`src/design/engine_packet_pkg.sv`:
```
// Engine packet fields
// Widths of the data word, destination and sequence identifier that
// every packet stream in the engine carries.

package engine_packet_pkg;

    // ------------------------------
    // Packet payload fields
    // ------------------------------

    // Data word under test
    typedef logic [31:0] data_t;

    // Destination of a packet
    typedef logic [7:0] route_t;

    // Sequence the packet belongs to
    typedef logic [7:0] seq_id_t;

endpackage : engine_packet_pkg

```
`src/design/filter_cond_pkg.sv`:
```
// Filter and conditional-route definitions
// Compare operations, run states of the generator, the width of the
// output packet counter and the depth of the evaluation pipeline.

package filter_cond_pkg;

    // ------------------------------
    // Compare and run control
    // ------------------------------

    // Unsigned compare of data against the operand
    typedef enum logic [1:0] {
        EQ,
        NE,
        LT,
        GT
    } filter_op_e;

    // Idle waits for a configuration, drain waits for the last packet to leave
    typedef enum logic [1:0] {
        GEN_IDLE,
        GEN_RUN,
        GEN_DRAIN
    } gen_state_e;

    // Packets that left the output since the last configuration
    typedef logic [15:0] count_t;

    // Register, compare, route
    localparam int PIPE_STAGES = 3;

endpackage : filter_cond_pkg

```
`src/design/packet_stream_if.sv`:
```
`timescale 1ns/1ps

// Packet stream
// One packet word with its valid/ready flow control and the
// programmable-full flag that the buffer returns to its producer.

interface packet_stream_if
    import engine_packet_pkg::*;
();

    logic    valid;
    logic    ready;
    logic    prog_full;
    data_t   data;
    route_t  dest;
    seq_id_t seq_id;
    logic    last;

    // Producer side
    modport source (
        output valid, data, dest, seq_id, last,
        input  ready, prog_full
    );

    // Consumer side that also owns the back-pressure flag
    modport sink (
        input  valid, data, dest, seq_id, last,
        output ready, prog_full
    );

endinterface : packet_stream_if

```
`src/design/filter_cond_evaluator.sv`:
```
`timescale 1ns/1ps

// Filter and conditional-route evaluator
// Runs the idle/run/drain state machine, holds the active configuration
// and passes accepted packets through a three-stage pipeline: input
// register, compare, then filter and route. Stage 3 writes the FIFO.

module filter_cond_evaluator
    import engine_packet_pkg::*;
    import filter_cond_pkg::*;
(
    input  logic            ap_clk,
    input  logic            areset_generator,
    input  logic            cfg_valid,
    output logic            cfg_ready,
    input  filter_op_e      cfg_op,
    input  data_t           cfg_operand,
    input  logic            cfg_invert,
    input  logic            cfg_conditional,
    input  route_t          cfg_route_if,
    input  route_t          cfg_route_else,
    input  logic            in_valid,
    output logic            in_ready,
    input  data_t           in_data,
    input  route_t          in_dest,
    input  seq_id_t         in_seq_id,
    input  logic            in_last,
    input  logic            last_sent,
    output logic            done,
    packet_stream_if.source stream
);

gen_state_e state;
gen_state_e next_state;

// Active configuration
filter_op_e op_reg;
data_t      operand_reg;
logic       invert_reg;
logic       conditional_reg;
route_t     route_if_reg;
route_t     route_else_reg;

logic in_accept;

// Pipeline stages
logic    s1_valid;
data_t   s1_data;
route_t  s1_dest;
seq_id_t s1_seq_id;
logic    s1_last;

logic    s2_valid;
logic    s2_hit;
data_t   s2_data;
route_t  s2_dest;
seq_id_t s2_seq_id;
logic    s2_last;
logic    s2_pass;
logic    s2_keep;
route_t  s2_route;

logic    s3_valid;
data_t   s3_data;
route_t  s3_dest;
seq_id_t s3_seq_id;
logic    s3_last;

// ------------------------------
// Run state machine
// ------------------------------
assign cfg_ready = (state == GEN_IDLE);
assign done      = (state == GEN_IDLE);
// Input stops while the FIFO cannot absorb a full pipeline
assign in_ready  = (state == GEN_RUN) & ~stream.prog_full & stream.ready;
assign in_accept = in_valid & in_ready;

always_ff @(posedge ap_clk) begin
    if (areset_generator) begin
        state <= GEN_IDLE;
    end else begin
        state <= next_state;
    end
end

always_comb begin
    next_state = state;
    case (state)
        GEN_IDLE: begin
            if (cfg_valid)
                next_state = GEN_RUN;
        end
        GEN_RUN: begin
            if (in_accept & in_last)
                next_state = GEN_DRAIN;
        end
        GEN_DRAIN: begin
            if (last_sent)
                next_state = GEN_IDLE;
        end
        default: begin
            next_state = GEN_IDLE;
        end
    endcase
end

always_ff @(posedge ap_clk) begin
    if (cfg_valid & cfg_ready) begin
        op_reg          <= cfg_op;
        operand_reg     <= cfg_operand;
        invert_reg      <= cfg_invert;
        conditional_reg <= cfg_conditional;
        route_if_reg    <= cfg_route_if;
        route_else_reg  <= cfg_route_else;
    end
end

// ------------------------------
// Compare and route pipeline
// ------------------------------
always_ff @(posedge ap_clk) begin
    if (areset_generator) begin
        s1_valid <= 1'b0;
        s2_valid <= 1'b0;
        s3_valid <= 1'b0;
    end else begin
        s1_valid <= in_accept;
        s2_valid <= s1_valid;
        s3_valid <= s2_valid & s2_keep;
    end
end

// Stage 1 registers the accepted word
always_ff @(posedge ap_clk) begin
    s1_data   <= in_data;
    s1_dest   <= in_dest;
    s1_seq_id <= in_seq_id;
    s1_last   <= in_last;
end

// Stage 2 compares, unsigned
always_ff @(posedge ap_clk) begin
    s2_data   <= s1_data;
    s2_dest   <= s1_dest;
    s2_seq_id <= s1_seq_id;
    s2_last   <= s1_last;
    case (op_reg)
        EQ:      s2_hit <= (s1_data == operand_reg);
        NE:      s2_hit <= (s1_data != operand_reg);
        LT:      s2_hit <= (s1_data < operand_reg);
        GT:      s2_hit <= (s1_data > operand_reg);
        default: s2_hit <= 1'b0;
    endcase
end

// Conditional mode forwards all, filter mode only passing words
// A last word always goes out so the run can finish
assign s2_pass  = s2_hit ^ invert_reg;
assign s2_keep  = conditional_reg | s2_last | s2_pass;
assign s2_route = conditional_reg ? (s2_pass ? route_if_reg : route_else_reg) : s2_dest;

always_ff @(posedge ap_clk) begin
    s3_data   <= s2_data;
    s3_dest   <= s2_route;
    s3_seq_id <= s2_seq_id;
    s3_last   <= s2_last;
end

assign stream.valid  = s3_valid;
assign stream.data   = s3_data;
assign stream.dest   = s3_dest;
assign stream.seq_id = s3_seq_id;
assign stream.last   = s3_last;

endmodule : filter_cond_evaluator

```
`src/design/packet_fifo.sv`:
```
`timescale 1ns/1ps

// Packet FIFO
// Circular buffer with first-word-fall-through output. Programmable
// full rises early enough that the evaluator pipeline can always empty
// into it, so the write side never needs to stall.

module packet_fifo
    import engine_packet_pkg::*;
    import filter_cond_pkg::*;
#(
    parameter int FIFO_DEPTH = 16
) (
    input  logic            ap_clk,
    input  logic            areset_generator,
    packet_stream_if.sink   wr,
    packet_stream_if.source rd
);

localparam int ADDR_W      = $clog2(FIFO_DEPTH);
localparam int CNT_W       = ADDR_W + 1;
localparam int WORD_W      = $bits(data_t) + $bits(route_t) + $bits(seq_id_t) + 1;
localparam int PROG_THRESH = FIFO_DEPTH - PIPE_STAGES - 1;

logic [WORD_W-1:0] mem [FIFO_DEPTH];
logic [WORD_W-1:0] rd_word;
logic [ADDR_W-1:0] wr_ptr;
logic [ADDR_W-1:0] rd_ptr;
logic [CNT_W-1:0]  count;
logic              empty;
logic              full;
logic              push;
logic              pop;

// ------------------------------
// Flags
// ------------------------------
assign empty = (count == '0);
assign full  = (count == CNT_W'(FIFO_DEPTH));
assign push  = wr.valid & ~full;
assign pop   = rd.valid & rd.ready;

assign wr.ready     = 1'b1;
assign wr.prog_full = (count >= CNT_W'(PROG_THRESH));

// ------------------------------
// Storage and pointers
// ------------------------------
always_ff @(posedge ap_clk) begin
    if (push)
        mem[wr_ptr] <= {wr.data, wr.dest, wr.seq_id, wr.last};
end

always_ff @(posedge ap_clk) begin
    if (areset_generator) begin
        wr_ptr <= '0;
        rd_ptr <= '0;
        count  <= '0;
    end else begin
        if (push)
            wr_ptr <= wr_ptr + ADDR_W'(1);
        if (pop)
            rd_ptr <= rd_ptr + ADDR_W'(1);
        case ({push, pop})
            2'b10:   count <= count + CNT_W'(1);
            2'b01:   count <= count - CNT_W'(1);
            default: count <= count;
        endcase
    end
end

// Head word is visible without a read request
assign rd_word  = mem[rd_ptr];
assign rd.valid = ~empty;
assign {rd.data, rd.dest, rd.seq_id, rd.last} = rd_word;

endmodule : packet_fifo

```
`src/design/request_emitter.sv`:
```
`timescale 1ns/1ps

// Request emitter
// Single output register between the FIFO and the engine output port.
// Counts output handshakes and pulses last_sent once the word that
// closes the run has been taken.

module request_emitter
    import engine_packet_pkg::*;
    import filter_cond_pkg::*;
(
    input  logic          ap_clk,
    input  logic          areset_generator,
    packet_stream_if.sink stream,
    input  logic          cfg_load,
    output logic          out_valid,
    input  logic          out_ready,
    output data_t         out_data,
    output route_t        out_dest,
    output seq_id_t       out_seq_id,
    output logic          out_last,
    output count_t        pkt_count,
    output logic          last_sent
);

logic out_fire;
logic take;

assign out_fire = out_valid & out_ready;

// Refill when empty or when the held word leaves this cycle
assign stream.ready     = ~out_valid | out_ready;
assign stream.prog_full = 1'b0;
assign take             = stream.valid & stream.ready;

// ------------------------------
// Output register
// ------------------------------
always_ff @(posedge ap_clk) begin
    if (areset_generator) begin
        out_valid <= 1'b0;
    end else if (take) begin
        out_valid <= 1'b1;
    end else if (out_ready) begin
        out_valid <= 1'b0;
    end
end

always_ff @(posedge ap_clk) begin
    if (take) begin
        out_data   <= stream.data;
        out_dest   <= stream.dest;
        out_seq_id <= stream.seq_id;
        out_last   <= stream.last;
    end
end

// Counter and end-of-run pulse
always_ff @(posedge ap_clk) begin
    if (areset_generator) begin
        pkt_count <= '0;
        last_sent <= 1'b0;
    end else begin
        last_sent <= out_fire & out_last;
        if (cfg_load)
            pkt_count <= '0;
        else if (out_fire)
            pkt_count <= pkt_count + count_t'(1);
    end
end

endmodule : request_emitter

```
`src/design/engine_filter_cond.sv`:
```
`timescale 1ns/1ps

// Filter and conditional-route engine
// Evaluator feeds a packet FIFO, the emitter drains it to the output
// port. Configuration, input and output streams are plain ports.

module engine_filter_cond
    import engine_packet_pkg::*;
    import filter_cond_pkg::*;
#(
    parameter int FIFO_DEPTH = 16
) (
    input  logic       ap_clk,
    input  logic       areset_generator,
    // Configuration
    input  logic       cfg_valid,
    output logic       cfg_ready,
    input  filter_op_e cfg_op,
    input  data_t      cfg_operand,
    input  logic       cfg_invert,
    input  logic       cfg_conditional,
    input  route_t     cfg_route_if,
    input  route_t     cfg_route_else,
    // Input stream
    input  logic       in_valid,
    output logic       in_ready,
    input  data_t      in_data,
    input  route_t     in_dest,
    input  seq_id_t    in_seq_id,
    input  logic       in_last,
    // Output stream
    output logic       out_valid,
    input  logic       out_ready,
    output data_t      out_data,
    output route_t     out_dest,
    output seq_id_t    out_seq_id,
    output logic       out_last,
    // Status
    output count_t     pkt_count,
    output logic       done
);

logic cfg_load;
logic last_sent;

packet_stream_if eval_to_fifo ();
packet_stream_if fifo_to_emit ();

// Configuration handshake restarts the output count
assign cfg_load = cfg_valid & cfg_ready;

// ------------------------------
// Producer, buffer, consumer
// ------------------------------
filter_cond_evaluator u_evaluator (
    .ap_clk          (ap_clk),
    .areset_generator(areset_generator),
    .cfg_valid       (cfg_valid),
    .cfg_ready       (cfg_ready),
    .cfg_op          (cfg_op),
    .cfg_operand     (cfg_operand),
    .cfg_invert      (cfg_invert),
    .cfg_conditional (cfg_conditional),
    .cfg_route_if    (cfg_route_if),
    .cfg_route_else  (cfg_route_else),
    .in_valid        (in_valid),
    .in_ready        (in_ready),
    .in_data         (in_data),
    .in_dest         (in_dest),
    .in_seq_id       (in_seq_id),
    .in_last         (in_last),
    .last_sent       (last_sent),
    .done            (done),
    .stream          (eval_to_fifo)
);

packet_fifo #(
    .FIFO_DEPTH(FIFO_DEPTH)
) u_fifo (
    .ap_clk          (ap_clk),
    .areset_generator(areset_generator),
    .wr              (eval_to_fifo),
    .rd              (fifo_to_emit)
);

request_emitter u_emitter (
    .ap_clk          (ap_clk),
    .areset_generator(areset_generator),
    .stream          (fifo_to_emit),
    .cfg_load        (cfg_load),
    .out_valid       (out_valid),
    .out_ready       (out_ready),
    .out_data        (out_data),
    .out_dest        (out_dest),
    .out_seq_id      (out_seq_id),
    .out_last        (out_last),
    .pkt_count       (pkt_count),
    .last_sent       (last_sent)
);

endmodule : engine_filter_cond

```
`config.mk`:
```
export PLATFORM = sky130hd
export DESIGN_NAME = engine_filter_cond
export DESIGN_NICKNAME = d
export VERILOG_FILES = /design/src/design/engine_packet_pkg.sv /design/src/design/filter_cond_pkg.sv /design/src/design/packet_stream_if.sv /design/src/design/filter_cond_evaluator.sv /design/src/design/packet_fifo.sv /design/src/design/request_emitter.sv /design/src/design/engine_filter_cond.sv
export SDC_FILE = /design/constraint.sdc
export NUM_CORES = 1
export LEC_CHECK = 0
export BUFFER_PORTS_ARGS = -buffer_cell sky130_fd_sc_hd__buf_2
export CAP_MARGIN = 20
export CORE_MARGIN = 10
export CORE_UTILIZATION = 50
export DETAILED_ROUTE_END_ITERATION = 6
export PLACE_DENSITY = 0.67
export SETUP_SLACK_MARGIN = 0.5
export SKIP_CTS_REPAIR_TIMING = 1
export SYNTH_ARGS = -nofsm -noshare
export SYNTH_HDL_FRONTEND = slang
export SYNTH_SLANG_ARGS = --single-unit
export TNS_END_PERCENT = 50
```
`constraint.sdc`:
```
create_clock -name ap_clk -period 7 [get_ports ap_clk]
set_input_delay 0.7 -clock ap_clk [delete_from_list [all_inputs] [get_ports ap_clk]]
set_output_delay 0.7 -clock ap_clk [all_outputs]
set_load 0.05 [all_outputs]
```
Word level (Yosys, flattened, before mapping)
Memory sizes are Yosys's and may differ from the RTL's. A register that Yosys moved wholly into a read port is not among the register bits.
Cells that the tools add are included.
{"block": "word_totals", "reg_bits": 236, "memories": 1, "out_inout_bits": 69, "rom_bits": 0, "word_cells": 87, "ramBits": 784, "latchBits": 0}
{"block": "classes", "muxes": 12, "n_reduce_logical": 7, "bitwise_logic": 17, "n_eq_ne": 13, "magnitude_cmp": 3, "shift": 0, "multipliers": 0, "addsub": 5, "n_div": 0}
{"name": "u_fifo.mem", "words": 16, "width": 49, "read_ports": 1, "rd_clocked_by_memory_dff": 1, "write_ports": 1, "line_no": "packet_fifo.sv:25", "text": "logic [WORD_W-1:0] mem [FIFO_DEPTH];"}
{"operator": "equality test 32 bit", "count": 1}
{"operator": "> comparator 32 bit", "count": 1}
{"operator": "less-than comparator 32 bit", "count": 1}
{"operator": "!= test 32 bit", "count": 1}
{"operator": "adder 16 x 1 -> 16 bit, second input constant", "count": 1}
{"operator": "2-to-1 mux 8 bit", "count": 2}
{"operator": "case mux 5 bit (2 select lines)", "count": 1}
{"operator": "bitwise AND 1 bit", "count": 9}
{"operator": "adder 4 x 1 -> 4 bit, second input constant", "count": 2}
{"operator": "equality test 2 bit, second input constant", "count": 4}
{"operator": "equality test 2 x 1 -> 1 bit, second input constant", "count": 3}
{"operator": "2-to-1 mux 2 bit", "count": 3}
{"operator": "case mux 2 bit (3 select lines)", "count": 1}
{"operator": "adder 5 x 1 -> 5 bit, second input constant", "count": 1}
{"operator": "equality test 5 bit, second input constant", "count": 1}
{"operator": "greater-or-equal comparator 5 x 4 -> 1 bit, second input constant", "count": 1}
{"operator": "logical NOT 5 bit", "count": 1}
{"operator": "subtractor 5 x 1 -> 5 bit, second input constant", "count": 1}
{"operator": "logical NOT 2 bit", "count": 2}
{"operator": "2-to-1 mux 1 bit", "count": 4}
{"operator": "!= test 2 bit, second input constant", "count": 2}
{"operator": "inverter 1 bit", "count": 4}
{"operator": "case mux 1 bit (4 select lines)", "count": 1}
{"operator": "nonzero test 2 bit", "count": 2}
{"operator": "other kinds (5)", "count": 7}

Depth between registers and ports, before layout
Gate-level depths: netlist of run 1.
{"block": "logic_depth", "ltp_word": 7, "mapped_depth": 13, "depth_no_buf": 12}

By module
A second synthesis of run 1 with hierarchy kept.
{"block": "hier_totals", "hier_cells": 1835, "hier_area_um2": 38354.3}
{"module": "packet_fifo", "instances": 1, "cells_each": 1325, "area_each_um2": 30314.1}
{"module": "filter_cond_evaluator", "instances": 1, "cells_each": 367, "area_each_um2": 5738.0}
{"module": "request_emitter", "instances": 1, "cells_each": 142, "area_each_um2": 2296.0}
{"module": "engine_filter_cond", "instances": 1, "cells_each": 1, "area_each_um2": 6.3}

Worst setup path before layout of run 1
Ideal clock, no wire load.
{"block": "synth_timing", "path_kind": "register -> register", "startpoint": "reg u_fifo.count[0]", "endpoint": "mem u_fifo.mem[3][0] in the netlist's numbering, enable pin", "arrival_ps": 4454, "t_required_ps": 6484, "period_less_slack_ps": 4970, "path_buffers": 0, "setup_slack_ps": 2030, "path_stages_with_launch": 5, "setup_ps": 516, "cell_sequence": "dfxtp_1 nor4_1 a21boi_1 nand2_1 nor3_1"}
{"block": "synth_via", "elab_chain_len": 5}
{"item": "start: declaration", "line_no": "packet_fifo.sv:29", "text": "logic [CNT_W-1:0] count;"}
{"item": "start signal: assignment", "line_no": "packet_fifo.sv:65", "text": "2'b10: count <= count + CNT_W'(1);"}
{"item": "start signal: assignment", "line_no": "packet_fifo.sv:66", "text": "2'b01: count <= count - CNT_W'(1);"}
{"item": "start signal: assignment", "line_no": "packet_fifo.sv:67", "text": "default: count <= count;"}
{"item": "equality test 5 bit", "line_no": "packet_fifo.sv:39", "text": "assign full = (count == CNT_W'(FIFO_DEPTH));"}
{"item": "inverter 1 bit", "line_no": "packet_fifo.sv:40", "text": "assign push = wr.valid & ~full;"}
{"item": "bitwise AND 1 bit", "line_no": "packet_fifo.sv:40"}
{"item": "2-to-1 mux 1 bit", "line_no": "packet_fifo.sv:50", "text": "if (push)"}
{"item": "2-to-1 mux 1 bit (not written as such)", "line_no": "packet_fifo.sv:51", "text": "mem[wr_ptr] <= {wr.data, wr.dest, wr.seq_id, wr.last};"}
{"item": "end: declaration", "line_no": "packet_fifo.sv:25"}
Every way passes these cells.

Final worst setup path of run 1
{"block": "layout_timing", "startpoint": "reg u_fifo.count[0]", "endpoint": "reg u_fifo.count[4]"}
{"block": "layout_via", "elab_chain_len": 5}
{"item": "equality test 5 bit / logical NOT 5 bit (equally long branches)", "line_no": "packet_fifo.sv:39, packet_fifo.sv:38"}
{"item": "inverter 1 bit (on tied branches)", "line_no": "packet_fifo.sv:40, packet_fifo.sv:74"}
{"item": "bitwise AND 1 bit (on tied branches)", "line_no": "packet_fifo.sv:40, packet_fifo.sv:41"}
{"item": "equality test 2 x 1 -> 1 bit / equality test 2 bit (equally long branches)", "line_no": "packet_fifo.sv:64", "text": "case ({push, pop})"}
{"item": "case mux 5 bit (2 select lines) / nonzero test 2 bit (equally long branches)"}
Parallel ways exist; a longest one is shown, timed or not.
A chain may end at the register's enable or synchronous reset.

==> impl_metrics.prom, run 1 <==
# TYPE chip_impl_metric gauge
chip_impl_metric{name="clock_tree.buffer_depth",unit=""} 3
chip_impl_metric{name="nNetsFinal",unit=""} 2075
chip_impl_metric{name="antenna_left",unit=""} 0
chip_impl_metric{name="met1_routed_length",unit="microns"} 32630
chip_impl_info{name="post-synth-top-count-cell",value="sky130_fd_sc_hd__edfxtp_1"} 1
chip_impl_metric{name="hold_viol",unit=""} 0
chip_impl_metric{name="worstPathBufferInverterCount",unit=""} 2
chip_impl_metric{name="final.setup_skew",unit="ns"} 0.02543
chip_impl_metric{name="report.final.setup_viol",unit=""} 0
chip_impl_metric{name="static-leakage-power",unit="nW"} 14.42
chip_impl_metric{name="synth_nets",unit=""} 1837
chip_impl_metric{name="worst-endpoint-required",unit="ns"} 7.53
chip_impl_metric{name="max_slew_margin",unit="%"} 28.34
chip_impl_metric{name="floorplan.io_pins",unit=""} 175
chip_impl_metric{name="length_of_routed_met2_wiring",unit="microns"} 38670
chip_impl_metric{name="routabilityCongestion",unit=""} 0.7950
chip_impl_info{name="path_delay_family",value="simple AND/OR/NAND/NOR gates"} 1
chip_impl_metric{name="power_density",unit="mW/mm^2"} 365.6
chip_impl_info{name="tritoncts",value="yes"} 1
chip_impl_metric{name="wirelength",unit="microns"} 78280
chip_impl_metric{name="cp.arrival",unit="ns"} 4.02
chip_impl_metric{name="final.min_clock_period",unit="ns"} 3.486
chip_impl_metric{name="global_route_wire_length_before_repair",unit="microns"} 116500
chip_impl_info{name="biggest_area_consumer_among_synthesized_cells",value="sky130_fd_sc_hd__edfxtp_1"} 1
chip_impl_metric{name="start_util",unit="%"} 50.33
chip_impl_metric{name="synth_edf_count",unit=""} 885
chip_impl_metric{name="std_cell_rows",unit=""} 101
chip_impl_metric{name="die-height",unit="microns"} 296.1
chip_impl_info{name="run_status",value="complete, no violations"} 1
chip_impl_metric{name="globalRoute.totalOverflow",unit=""} 0
chip_impl_info{name="crit_slowest_cell",value="sky130_fd_sc_hd__buf_4"} 1
chip_impl_metric{name="finalSetupTns",unit="ns"} 0
chip_impl_metric{name="post_drt_wl_per_cell",unit="microns"} 26.14
chip_impl_metric{name="post-route-drc-count",unit=""} 0
chip_impl_metric{name="dp_hpwl",unit="microns"} 42400
chip_impl_metric{name="initial_antenna_violation_count",unit=""} 2
chip_impl_info{name="cp_cell_sequence",value="nor4_1 > nor2b_1 > nor2b_4 > buf_4 > ha_1 > inv_1 > fa_1 > nor2b_1 > o21ai_0 > and3_1 > nor3_1 > xnor2_1 > nor2_1"} 1
chip_impl_metric{name="period_share",unit="%"} 49.79
chip_impl_metric{name="power",unit="mW"} 15.97
chip_impl_info{name="largest_register",value="u_fifo.mem"} 1
chip_impl_metric{name="die_area",unit="sq mm"} 0.08765
chip_impl_metric{name="die_x",unit="microns"} 296.1
chip_impl_metric{name="routed-via-count",unit=""} 17170
chip_impl_metric{name="num_antenna_cells",unit=""} 0
chip_impl_info{name="yosys_most_used_dff",value="sky130_fd_sc_hd__edfxtp_1"} 1
chip_impl_metric{name="tightest_pin_transition",unit="ns"} 1.075
chip_impl_metric{name="firstDrtPassIters",unit=""} 5
chip_impl_info{name="rsz0062_at_grt",value="no"} 1
chip_impl_metric{name="layout-drive-gt1-share",unit="%"} 31.20
chip_impl_info{name="clockRootBuffer",value="sky130_fd_sc_hd__clkbuf_16"} 1
chip_impl_info{name="yosys-top-cells-count",value="sky130_fd_sc_hd__edfxtp_1, sky130_fd_sc_hd__mux4_2, sky130_fd_sc_hd__dfxtp_1"} 1
chip_impl_metric{name="drv_cap",unit=""} 0
chip_impl_metric{name="yosysSeqAreaShare",unit="%"} 79.42
chip_impl_metric{name="drt-initial-drc-count",unit=""} 1715
chip_impl_metric{name="maximum_fanout_along_the_worst_path",unit=""} 54
chip_impl_metric{name="largest_reg_flops",unit=""} 784
chip_impl_metric{name="synth_largest_type_area_fraction",unit="%"} 69.75
chip_impl_metric{name="cts.clk_slew.worst_paths",unit="ns"} 0.06
chip_impl_metric{name="cts_num_sinks",unit=""} 1069
chip_impl_metric{name="irDropWorstVdd",unit="mV"} 0.2700
chip_impl_metric{name="syn-instance-count",unit=""} 1688
chip_impl_metric{name="fillers",unit=""} 5358
chip_impl_info{name="cp-end-kind",value="register"} 1
chip_impl_metric{name="clock_latency",unit="ns"} 0.68
chip_impl_metric{name="crit_path_max_incr_delay",unit="ns"} 0.79
chip_impl_metric{name="synth.ff_latch_count",unit=""} 1069
chip_impl_metric{name="asyncSetResetFlopFracSynth",unit="%"} 0
chip_impl_metric{name="port_buffers",unit=""} 174
chip_impl_info{name="netlist_top_cells_area",value="sky130_fd_sc_hd__edfxtp_1, sky130_fd_sc_hd__mux4_2, sky130_fd_sc_hd__dfxtp_1, sky130_fd_sc_hd__ha_1, sky130_fd_sc_hd__nor2_1"} 1
chip_impl_metric{name="routed_wire_length_on_met3",unit="microns"} 4985
chip_impl_info{name="worst_hold_path_type",value="in2reg"} 1
chip_impl_metric{name="tritoncts.num_buffers",unit=""} 103
chip_impl_metric{name="synth.distinct_cells",unit=""} 42
chip_impl_metric{name="post_synth.cell_area_avg",unit="sq um"} 22.57
chip_impl_metric{name="grtUsageTotal",unit="%"} 18.08
chip_impl_info{name="critical_path.most_common_cell",value="sky130_fd_sc_hd__nor2b_1"} 1
chip_impl_metric{name="maximum_number_of_pins_on_one_net_before_global_route_repair",unit=""} 142
chip_impl_info{name="timing.critical_path.from_type",value="register"} 1
chip_impl_metric{name="detail_route.vias_per_cell",unit=""} 5.734
chip_impl_info{name="topmost_layer_with_routed_signal_wires",value="met5"} 1
chip_impl_metric{name="cts-htree-levels",unit=""} 3
chip_impl_metric{name="vias_in_the_first_global_route",unit=""} 18290
chip_impl_metric{name="design.core.area",unit="sq mm"} 0.07570
chip_impl_metric{name="yosys_warnings",unit=""} 0
chip_impl_metric{name="maxSlewViolCount",unit=""} 0
chip_impl_metric{name="flow.area_growth_from_synthesis",unit="%"} 14.66
chip_impl_metric{name="achievable_clock_frequency",unit="MHz"} 286.9
chip_impl_info{name="criticalPathCategory",value="reg2reg"} 1
chip_impl_metric{name="synthesis.area",unit="sq mm"} 0.03810
[per-stage QoR]
| step | setup WS [ns] | util, % | instance area (sq um) | std cells | hold slack, ns |
|---|---|---|---|---|---|
| CTS | 3.522 | 57.71 | 43690 | 2994 | 0.08209 |
| global route | 3.275 | 57.71 | 43690 | 2994 | 0.1010 |
| detailed placement | 3.217 | 53.09 | 40180 | 2799 | 0.3121 |
| finish | 3.514 | 57.71 | 43690 | 2994 | 0.1226 |
| floorplan | 2.030 | - | 38100 | 1688 | 0.3096 |
| global placement | 3.249 | 53.09 | 40180 | 2799 | 0.3102 |
[cells in the final DEF (no fill, tap or decap), types with 7 or more instances in the layout]
cell type / instances
sky130_fd_sc_hd__ha_1: 42
sky130_fd_sc_hd__clkbuf_1: 20
sky130_fd_sc_hd__mux2i_1: 9
sky130_fd_sc_hd__nand3_1: 11
sky130_fd_sc_hd__edfxtp_1: 885
sky130_fd_sc_hd__bufinv_16: 8
sky130_fd_sc_hd__nor2_1: 46
sky130_fd_sc_hd__nand2_1: 20
sky130_fd_sc_hd__clkinv_2: 22
sky130_fd_sc_hd__buf_2: 174
sky130_fd_sc_hd__clkbuf_8: 8
sky130_fd_sc_hd__mux4_2: 245
sky130_fd_sc_hd__clkbuf_16: 111
sky130_fd_sc_hd__nand4_1: 14
sky130_fd_sc_hd__xor2_1: 17
sky130_fd_sc_hd__a21oi_1: 32
sky130_fd_sc_hd__inv_1: 43
sky130_fd_sc_hd__dfxtp_1: 180
sky130_fd_sc_hd__clkinv_1: 15
sky130_fd_sc_hd__nor2_4: 12
sky130_fd_sc_hd__buf_4: 23
sky130_fd_sc_hd__o21ai_0: 7
[routing by layer]
metal	vias to the layer above	global-route usage [%]
li1	7385	-
met1	9118	24.46
met2	529	29.30
met3	134	3.644
met4	2	6.061
met5	-	0
[cell type report]
cell class / instances / area (sq um) / area share (%)
sequential: 1069 / 30270 / 69.29
multi-input combinational: 509 / 7425 / 17.00
clock buffer: 139 / 2963 / 6.782
tap: 978 / 1224 / 2.801
timing repair buffer: 200 / 1104 / 2.526
clock inverter: 56 / 539.3 / 1.234
inverter: 43 / 161.4 / 0.3695
[logic make-up (layout without fill, tap and decap cells)]
logic type	Yosys count	count (layout)	synth area share [%]
flip-flops	1069	1069	79.42
multiplexers	254	254	14.72
AND/OR/NAND/NOR	135	135	1.642
buffers and inverters	110	438	1.412
AO/OA/AOI/OAI	54	54	0.8309
adder cells (fa/ha/maj)	43	43	1.432
XOR/XNOR	23	23	0.5484
[where the power goes]
group          internal (mW)  total [mW]  switching, mW
clock network           3.28        5.62           2.34
logic                   1.21        2.76           1.55
registers               7.26        7.59          0.336
total                   11.8        16.0           4.22
[path summary, 6_finish.rpt]
check | slack, ns | cells past startpoint | from | endpoint
setup / recovery | 3.51 | 13 | u_fifo.count[0]$_SDFFE_PP0P_ | u_fifo.count[4]$_SDFFE_PP0P_
hold / removal | 0.12 | 1 | in_seq_id[0] | u_evaluator.s1_seq_id[0]$_DFF_P_
setup reg to reg | 3.51 | 13 | u_fifo.count[0]$_SDFFE_PP0P_ | u_fifo.count[4]$_SDFFE_PP0P_
hold reg to reg | 0.32 | 0 | u_evaluator.s2_data[10]$_DFF_P_ | u_evaluator.stream.data[10]$_DFF_P_
Note: power is estimated with default switching activity, not from simulation.
==> run 2: changes to the inputs <==
- ABC_AREA: default -> 1
- PLACE_DENSITY: 0.67 -> 0.69
- clock period: 7 -> 2.85 ns (I/O delays scaled with it)
==> run 2 against run 1 <==
- the flow now finishes with violations (hold timing)
- clock power is 140% higher
- utilization is 2.3 points higher
- worst setup slack got worse by 3.0 ns
- first-iteration DRC count increased by 36%
- hold slack lost 0.13 ns
- clock skew is 0.00088 ns lower
- synthesized cell count rose by 54%
- maximum frequency increased by 48%
- cell area rose by 6.6%
- sequential share of layout area shrank 4.3 points
==> impl_metrics.prom, run 2 <==
# TYPE chip_impl_metric gauge
chip_impl_metric{name="post_drt_wl_per_cell",unit="microns"} 23.01
chip_impl_metric{name="cts-htree-levels",unit=""} 3
chip_impl_metric{name="vias_in_the_first_global_route",unit=""} 22880
chip_impl_metric{name="clock_latency",unit="ns"} 0.68
chip_impl_metric{name="power_share_of_the_combinational_group",unit="%"} 21.0
chip_impl_metric{name="power.switching",unit="mW"} 12.40
chip_impl_metric{name="yosysSeqAreaShare",unit="%"} 77.06
chip_impl_info{name="timing.critical_path.from_type",value="register"} 1
chip_impl_info{name="run_status",value="complete, but fails checks"} 1
chip_impl_metric{name="die_area",unit="sq mm"} 0.09014
chip_impl_metric{name="reg2reg_setup_slack",unit="ns"} 0.50
chip_impl_metric{name="synth.ff_latch_count",unit=""} 1069
chip_impl_metric{name="post-route-drc-count",unit=""} 0
chip_impl_metric{name="postLayoutCellArea",unit="sq mm"} 0.04657
chip_impl_info{name="worstHoldEndpoint",value="u_evaluator.state[0]$_SDFFE_PP0P_"} 1
chip_impl_metric{name="power.share.clock",unit="%"} 33.1
chip_impl_metric{name="tritoncts.num_buffers",unit=""} 103
chip_impl_metric{name="globalRoute.totalOverflow",unit=""} 0
chip_impl_metric{name="grtUsageTotal",unit="%"} 20.01
chip_impl_metric{name="post_synth.cell_area_avg",unit="sq um"} 15.08
chip_impl_info{name="rsz0062_at_grt",value="yes"} 1
chip_impl_metric{name="yosys_warnings",unit=""} 0
chip_impl_metric{name="antenna_left",unit=""} 0
chip_impl_info{name="netlist_top_cells_area",value="sky130_fd_sc_hd__edfxtp_1, sky130_fd_sc_hd__dfxtp_1, sky130_fd_sc_hd__mux2i_1, sky130_fd_sc_hd__nor2_1, sky130_fd_sc_hd__o221ai_1"} 1
chip_impl_metric{name="postLayoutCoreUtil",unit="%"} 60.01
chip_impl_metric{name="routabilityCongestion",unit=""} 0.8286
chip_impl_metric{name="start_util",unit="%"} 50.60
chip_impl_metric{name="synth_nets",unit=""} 2753
chip_impl_metric{name="place_area",unit="sq mm"} 0.04196
chip_impl_metric{name="largest_reg_flops",unit=""} 784
chip_impl_metric{name="synth.distinct_cells",unit=""} 42
chip_impl_metric{name="drv_cap",unit=""} 0
chip_impl_metric{name="wirelength",unit="microns"} 93190
chip_impl_info{name="clockRootBuffer",value="sky130_fd_sc_hd__clkbuf_16"} 1
chip_impl_metric{name="tightest_pin_transition",unit="ns"} 0.9537
chip_impl_metric{name="synth_edf_count",unit=""} 885
chip_impl_metric{name="asyncSetResetFlopFracSynth",unit="%"} 0
chip_impl_info{name="layout_commonest_cell",value="sky130_fd_sc_hd__edfxtp_1"} 1
chip_impl_metric{name="maximum_fanout_along_the_worst_path",unit=""} 33
chip_impl_metric{name="dp_hpwl",unit="microns"} 52140
chip_impl_metric{name="cp.arrival",unit="ns"} 2.64
chip_impl_info{name="critical_path.most_common_cell",value="sky130_fd_sc_hd__buf_4"} 1
chip_impl_metric{name="maxSlewViolCount",unit=""} 0
chip_impl_metric{name="num_antenna_cells",unit=""} 0
chip_impl_info{name="criticalPathCategory",value="reg2reg"} 1
chip_impl_info{name="worst_hold_path_type",value="in2reg"} 1
chip_impl_metric{name="grtUsageMet3",unit="%"} 3.859
chip_impl_info{name="hp-start",value="cfg_valid"} 1
chip_impl_metric{name="holdPathStages",unit=""} 3
chip_impl_metric{name="final.min_clock_period",unit="ns"} 2.352
chip_impl_info{name="yosys_most_used_dff",value="sky130_fd_sc_hd__edfxtp_1"} 1
chip_impl_metric{name="global_route.usage.met2",unit="%"} 32.75
chip_impl_metric{name="r2r.worst_path.cells",unit=""} 6
chip_impl_info{name="largest_register",value="u_fifo.mem"} 1
chip_impl_info{name="timing.critical_path.from",value="u_fifo.count[2]$_SDFFE_PP0P_"} 1
chip_impl_info{name="tritoncts",value="yes"} 1
chip_impl_metric{name="share_of_power_burned_in_registers",unit="%"} 45.8
chip_impl_metric{name="firstDrtPassIters",unit=""} 7
chip_impl_metric{name="report.final.setup_viol",unit=""} 0
chip_impl_metric{name="hold_viol",unit=""} 1
chip_impl_info{name="most-common-layout-cells",value="sky130_fd_sc_hd__edfxtp_1, sky130_fd_sc_hd__nor2_1, sky130_fd_sc_hd__o21ai_0"} 1
chip_impl_metric{name="global_route.usage.met1",unit="%"} 26.56
chip_impl_metric{name="cts.clk_slew.worst_paths",unit="ns"} 0.06
chip_impl_info{name="globalRoute.busiestLayer",value="met2"} 1
chip_impl_metric{name="swShare",unit="%"} 30.57
chip_impl_metric{name="maximum_number_of_pins_on_one_net_before_global_route_repair",unit=""} 119
chip_impl_metric{name="syn-instance-count",unit=""} 2604
chip_impl_metric{name="nNetsFinal",unit=""} 3068
chip_impl_metric{name="drt-initial-drc-count",unit=""} 2327
chip_impl_metric{name="crit_path_max_incr_delay",unit="ns"} 0.65
chip_impl_metric{name="port_buffers",unit=""} 174
chip_impl_metric{name="irDropWorstVdd",unit="mV"} 0.7832
chip_impl_metric{name="synth_largest_type_area_fraction",unit="%"} 67.68
chip_impl_metric{name="fillers",unit=""} 5793
chip_impl_metric{name="initial_antenna_violation_count",unit=""} 2
chip_impl_metric{name="routed-via-count",unit=""} 23240
chip_impl_metric{name="max_slew_margin",unit="%"} 36.42
chip_impl_metric{name="holdWs",unit="ns"} -0.005613
chip_impl_metric{name="std_cell_rows",unit=""} 102
chip_impl_metric{name="synthesis.area",unit="sq mm"} 0.03927
chip_impl_metric{name="seq_area",unit="sq mm"} 0.03027
chip_impl_metric{name="design.core.area",unit="sq mm"} 0.07759
chip_impl_metric{name="power_density",unit="mW/mm^2"} 871.2
chip_impl_info{name="biggest_area_consumer_among_synthesized_cells",value="sky130_fd_sc_hd__edfxtp_1"} 1
chip_impl_metric{name="worst-endpoint-required",unit="ns"} 3.14
chip_impl_metric{name="die_x",unit="microns"} 300.2
chip_impl_metric{name="static-leakage-power",unit="nW"} 15.98
chip_impl_info{name="post-synth-top-count-cell",value="sky130_fd_sc_hd__edfxtp_1"} 1
chip_impl_info{name="crit_slowest_cell",value="sky130_fd_sc_hd__buf_4"} 1
chip_impl_metric{name="cts_num_sinks",unit=""} 1069
chip_impl_metric{name="detail_route.vias_per_cell",unit=""} 5.739
chip_impl_info{name="cp-end-kind",value="register"} 1
chip_impl_info{name="yosys-top-cells-count",value="sky130_fd_sc_hd__edfxtp_1, sky130_fd_sc_hd__nor2_1, sky130_fd_sc_hd__o21ai_0"} 1
chip_impl_metric{name="achievable_clock_frequency",unit="MHz"} 425.2
chip_impl_metric{name="finalSetupTns",unit="ns"} 0
chip_impl_info{name="reg2reg_capture_point",value="u_emitter.out_dest[2]$_DFFE_PP_"} 1
chip_impl_metric{name="die-height",unit="microns"} 300.2
chip_impl_metric{name="clock_tree.buffer_depth",unit=""} 3
chip_impl_metric{name="floorplan.io_pins",unit=""} 175
chip_impl_metric{name="period_share",unit="%"} 82.51
chip_impl_metric{name="internal-power",unit="mW"} 28.17
chip_impl_metric{name="layout-drive-gt1-share",unit="%"} 15.25
chip_impl_info{name="timing.rr.start",value="u_fifo.count[2]$_SDFFE_PP0P_"} 1
chip_impl_metric{name="final.setup_skew",unit="ns"} 0.02455
chip_impl_info{name="violations",value="hold timing"} 1
chip_impl_metric{name="multiInputGateArea",unit="sq mm"} 0.008092
chip_impl_info{name="cp_cell_sequence",value="nor4_4 > nand2_1 > nand2_2 > clkinvlp_4 > buf_4 > buf_4"} 1
chip_impl_metric{name="global_route_wire_length_before_repair",unit="microns"} 138500
chip_impl_metric{name="flow.area_growth_from_synthesis",unit="%"} 18.59
-- run 2: cell count changes in the layout (fill, tap and decap cells not counted), moves of 56 or more --
cell	previous run	this run
sky130_fd_sc_hd__dlygate4sd3_1	0	105
sky130_fd_sc_hd__mux2i_1	9	149
sky130_fd_sc_hd__mux4_2	245	0
sky130_fd_sc_hd__nand2_1	20	145
sky130_fd_sc_hd__nand3_1	11	67
sky130_fd_sc_hd__nor2_1	46	340
sky130_fd_sc_hd__o21ai_0	7	215
sky130_fd_sc_hd__o221ai_1	0	149
-- run 2: worst max-delay path by stage --
stage,endpoint,cells after the start
global placement,u_fifo.count[4]$_SDFFE_PP0P_,11
CTS,u_fifo.mem[15][30]$_DFFE_PP_,7
global route,u_emitter.out_dest[2]$_DFFE_PP_,6
detailed placement,u_fifo.mem[15][41]$_DFFE_PP_,7
floorplan,u_fifo.count[3]$_SDFFE_PP0P_,12
finish,u_emitter.out_dest[2]$_DFFE_PP_,6
-- run 2: critical path, delay by kind of cell (launching register included) --
family	cells	cell delay, ns
flip-flops	1	0.49
buffers and inverters	3	1.13
AND/OR/NAND/NOR	3	0.29
-- run 2: layer usage --
metal | share of wire (%) | wire length (microns)
met1 | 40 | 37470
met2 | 49 | 45770
met3 | 7.9 | 7352
met4 | 2.8 | 2599
met5 | 0 | 0
-- run 2: kinds of logic (layout without fill, tap and decap cells) --
group,after synthesis,count (layout),share of synthesized area [%]
buffers and inverters,232,637,2.817
muxes,149,149,3.798
AOI/OAI and AO/OA,510,510,8.731
DFF,1069,1069,77.06
and+or+nand+nor,594,594,6.048
xor gates and xnor gates,7,7,0.1561
adders and majority gates,43,43,1.389
-- run 2: power by group through the flow --
stage | combinational (mW) | clock [mW] | sequential, mW
after detailed placement | 8.38 | 0 | 18.9
after global placement | 8.20 | 0 | 18.9
final | 8.53 | 13.4 | 18.6
after floorplan | 5.12 | 0 | 19.8
after global routing | 9.24 | 14.3 | 18.7
after CTS | 8.43 | 13.6 | 18.6
-- run 2: layout make-up --
| cell class | instances | area share (%) |
|---|---|---|
| multi-input cells | 1303 | 17.38 |
| well taps | 1040 | 2.794 |
| inverters | 81 | 0.6825 |
| repair buffers | 361 | 6.854 |
| clock buffers | 145 | 6.360 |
| flip-flops and latches | 1069 | 65.01 |
| clock inverters | 50 | 0.9243 |
-- run 2: per-stage QoR --
stage | std cells | worst slack (ns) | total power, mW | hold WS, ns
floorplan | 2604 | 0.03668 | 24.93 | 0.3096
global placement | 3738 | 0.5527 | 27.10 | 0.3106
detailed placement | 3738 | 0.4931 | 27.30 | 0.3121
CTS | 3933 | 0.4762 | 40.65 | -0.3290
global route | 4049 | 0.4284 | 42.22 | 0.006514
finish | 4049 | 0.4984 | 40.57 | -0.005613
==> run 3: changes to the inputs <==
- PLACE_DENSITY: 0.69 -> 0.67
- clock period: 2.85 -> 2.5 ns (I/O delays scaled with it)
==> run 3 against run 2 <==
- the run now ends clean
- register-to-register slack worse by 0.20 ns
- global-route usage decreased by 0.40 points
- sequential share of layout area decreased by 0.32 points
- largest cell class unchanged
- largest power group unchanged
==> impl_metrics.prom, run 3 (synthesis results as in run 2) <==
# TYPE chip_impl_metric gauge
chip_impl_metric{name="power_density",unit="mW/mm^2"} 999.3
chip_impl_metric{name="port_buffers",unit=""} 174
chip_impl_metric{name="irDropWorstVdd",unit="mV"} 0.6005
chip_impl_metric{name="post_drt_wl_per_cell",unit="microns"} 23.18
chip_impl_info{name="cp_cell_sequence",value="nor4_4 > nand2_1 > nand2_2 > clkinvlp_4 > ha_4 > ha_4 > nand2_1 > nor2_1 > a211oi_2 > xor2_1 > nand2_1 > a21oi_2"} 1
chip_impl_metric{name="maximum_number_of_pins_on_one_net_before_global_route_repair",unit=""} 79
chip_impl_metric{name="final.setup_skew",unit="ns"} 0.02154
chip_impl_info{name="path_delay_family",value="simple AND/OR/NAND/NOR gates"} 1
chip_impl_metric{name="cts-htree-levels",unit=""} 3
chip_impl_metric{name="dp_hpwl",unit="microns"} 49250
chip_impl_metric{name="worst-path-stages",unit=""} 12
chip_impl_metric{name="maximum_fanout_along_the_worst_path",unit=""} 5
chip_impl_metric{name="floorplan.io_pins",unit=""} 175
chip_impl_metric{name="global_route_wire_length_before_repair",unit="microns"} 136300
chip_impl_metric{name="cts.clk_slew.worst_paths",unit="ns"} 0.06
chip_impl_metric{name="die-height",unit="microns"} 300.2
chip_impl_metric{name="routed-via-count",unit=""} 23230
chip_impl_metric{name="worst-endpoint-required",unit="ns"} 3.09
chip_impl_metric{name="flow.area_growth_from_synthesis",unit="%"} 19.20
chip_impl_metric{name="clock_tree.buffer_depth",unit=""} 3
chip_impl_metric{name="fillers",unit=""} 5768
chip_impl_metric{name="start_util",unit="%"} 50.60
chip_impl_info{name="critical_path.most_common_cell",value="sky130_fd_sc_hd__nand2_1"} 1
chip_impl_info{name="most-common-layout-cells",value="sky130_fd_sc_hd__edfxtp_1, sky130_fd_sc_hd__nor2_1, sky130_fd_sc_hd__o21ai_0"} 1
chip_impl_info{name="worst_hold_path_type",value="in2reg"} 1
chip_impl_metric{name="die_x",unit="microns"} 300.2
chip_impl_metric{name="vias_in_the_first_global_route",unit=""} 22680
chip_impl_info{name="largest_register",value="u_fifo.mem"} 1
chip_impl_info{name="criticalPathCategory",value="reg2reg"} 1
chip_impl_metric{name="preCtsSetupSlack",unit="ns"} 0.2329
chip_impl_metric{name="postLayoutCoreUtil",unit="%"} 60.32
chip_impl_metric{name="final.min_clock_period",unit="ns"} 2.201
chip_impl_metric{name="wirelength",unit="microns"} 94100
chip_impl_metric{name="grtUsageTotal",unit="%"} 19.62
chip_impl_metric{name="firstDrtPassIters",unit=""} 5
chip_impl_metric{name="finalSetupTns",unit="ns"} 0
chip_impl_info{name="layout_commonest_cell",value="sky130_fd_sc_hd__edfxtp_1"} 1
chip_impl_metric{name="routabilityCongestion",unit=""} 0.8216
chip_impl_metric{name="tritoncts.num_buffers",unit=""} 103
chip_impl_metric{name="cts_num_sinks",unit=""} 1069
chip_impl_metric{name="layout-drive-gt1-share",unit="%"} 15.76
chip_impl_info{name="run_status",value="complete, no violations"} 1
chip_impl_metric{name="finalWorstSetupSlack",unit="ns"} 0.2993
chip_impl_metric{name="drv_cap",unit=""} 0
chip_impl_info{name="tritoncts",value="yes"} 1
chip_impl_metric{name="static-leakage-power",unit="nW"} 16.16
chip_impl_metric{name="drt-initial-drc-count",unit=""} 2497
chip_impl_metric{name="globalRoute.totalOverflow",unit=""} 0
chip_impl_metric{name="post-route-drc-count",unit=""} 0
chip_impl_info{name="critPathCapture",value="u_fifo.count[4]$_SDFFE_PP0P_"} 1
chip_impl_info{name="timing.rr.start",value="u_fifo.count[3]$_SDFFE_PP0P_"} 1
chip_impl_metric{name="die_area",unit="sq mm"} 0.09014
chip_impl_metric{name="report.final.setup_viol",unit=""} 0
chip_impl_metric{name="initial_antenna_violation_count",unit=""} 1
chip_impl_metric{name="crit_path_max_incr_delay",unit="ns"} 0.36
chip_impl_metric{name="num_antenna_cells",unit=""} 0
chip_impl_metric{name="achievable_clock_frequency",unit="MHz"} 454.4
chip_impl_metric{name="detail_route.vias_per_cell",unit=""} 5.721
chip_impl_info{name="crit_slowest_cell",value="sky130_fd_sc_hd__dfxtp_4"} 1
chip_impl_metric{name="holdWs",unit="ns"} 0.2181
chip_impl_metric{name="std_cell_rows",unit=""} 102
chip_impl_metric{name="period_share",unit="%"} 88.03
chip_impl_info{name="rsz0062_at_grt",value="yes"} 1
chip_impl_metric{name="reg2reg_setup_slack",unit="ns"} 0.30
chip_impl_info{name="timing.critical_path.from",value="u_fifo.count[3]$_SDFFE_PP0P_"} 1
chip_impl_metric{name="antenna_left",unit=""} 0
chip_impl_metric{name="nNetsFinal",unit=""} 3078
chip_impl_metric{name="clock_latency",unit="ns"} 0.66
chip_impl_info{name="timing.critical_path.from_type",value="register"} 1
chip_impl_metric{name="hold_viol",unit=""} 0
chip_impl_metric{name="maxSlewViolCount",unit=""} 0
chip_impl_metric{name="design.core.area",unit="sq mm"} 0.07759
chip_impl_metric{name="r2r.worst_path.cells",unit=""} 12
chip_impl_info{name="reg2reg_capture_point",value="u_fifo.count[4]$_SDFFE_PP0P_"} 1
chip_impl_info{name="cp-end-kind",value="register"} 1
chip_impl_metric{name="worstPathBufferInverterCount",unit=""} 1
chip_impl_metric{name="cp.arrival",unit="ns"} 2.79
chip_impl_metric{name="largest_reg_flops",unit=""} 784
chip_impl_metric{name="max_slew_margin",unit="%"} 50.25
chip_impl_metric{name="tightest_pin_transition",unit="ns"} 0.7384
chip_impl_info{name="clockRootBuffer",value="sky130_fd_sc_hd__clkbuf_16"} 1
[run 3: changes by cell type in the layout (fill, tap and decap cells not counted), moves of 3 or more]
cell                         previous run  this run
sky130_fd_sc_hd__buf_8                  0         3
sky130_fd_sc_hd__bufinv_16              4         7
sky130_fd_sc_hd__clkbuf_16            108       117
sky130_fd_sc_hd__clkinv_8               3         0
sky130_fd_sc_hd__clkinvlp_4            12         7
sky130_fd_sc_hd__buf_6                  1         5
sky130_fd_sc_hd__clkinv_2              18        22
sky130_fd_sc_hd__buf_16                 0         5
sky130_fd_sc_hd__nand2_1              145       141
sky130_fd_sc_hd__buf_4                 29        32
sky130_fd_sc_hd__buf_12                52        35
sky130_fd_sc_hd__nand2_4                0         5
[run 3: worst min-delay path by stage]
stage	start	end	slack, ns	cells past startpoint
2_1_floorplan	in_data[0]	u_evaluator.s1_data[0]$_DFF_P_	0.28	0
3_3_place_gp	u_evaluator.s1_dest[6]$_DFF_P_	u_evaluator.s2_dest[6]$_DFF_P_	0.31	0
3_5_place_dp	u_evaluator.s2_data[16]$_DFF_P_	u_evaluator.stream.data[16]$_DFF_P_	0.31	0
4_1_cts	in_dest[7]	u_evaluator.s1_dest[7]$_DFF_P_	-0.35	1
5_1_grt	in_dest[4]	u_evaluator.s1_dest[4]$_DFF_P_	0.21	2
6_report	in_dest[4]	u_evaluator.s1_dest[4]$_DFF_P_	0.22	2
[run 3: power by group]
part | switching [mW] | total (mW) | internal, mW
clock network | 6.41 | 15.3 | 8.93
registers | 0.655 | 21.0 | 20.3
logic | 7.00 | 10.4 | 3.43
total | 14.1 | 46.8 | 32.7
[run 3: area by class of cell]
type,count,area [sq um],area share [%]
clock buffers,144,2937,6.274
clock inverters,52,459.2,0.9811
inverters,81,320.3,0.6843
multi-input cells,1303,8135,17.38
flip-flops and latches,1069,30280,64.69
well taps,1040,1301,2.780
repair buffers,371,3374,7.210
[run 3: metal layers]
layer	global-route usage [%]	up-vias	part of all wire, %
li1	-	10520	-
met1	25.72	11590	41
met2	32.99	965	50
met3	3.306	155	7.2
met4	6.418	0	2.4
met5	0	-	0
[run 3: worst register-to-register path, stage by stage (launching register included)]
cell and delay [ns]:
sky130_fd_sc_hd__dfxtp_4 0.36, sky130_fd_sc_hd__nor4_4 0.29, sky130_fd_sc_hd__nand2_1 0.10, sky130_fd_sc_hd__nand2_2 0.11
sky130_fd_sc_hd__clkinvlp_4 0.11, sky130_fd_sc_hd__ha_4 0.20, sky130_fd_sc_hd__ha_4 0.24, sky130_fd_sc_hd__nand2_1 0.07
sky130_fd_sc_hd__nor2_1 0.05, sky130_fd_sc_hd__a211oi_2 0.22, sky130_fd_sc_hd__xor2_1 0.18, sky130_fd_sc_hd__nand2_1 0.08
sky130_fd_sc_hd__a21oi_2 0.12
[run 3: through the flow]
step,cell area [sq um],instances,power [mW]
global placement,41870,3735,30.89
detailed placement,41870,3735,31.17
floorplan,39440,2604,28.43
finish,46800,4060,46.77
global route,46800,4060,48.69
CTS,45260,3931,46.46
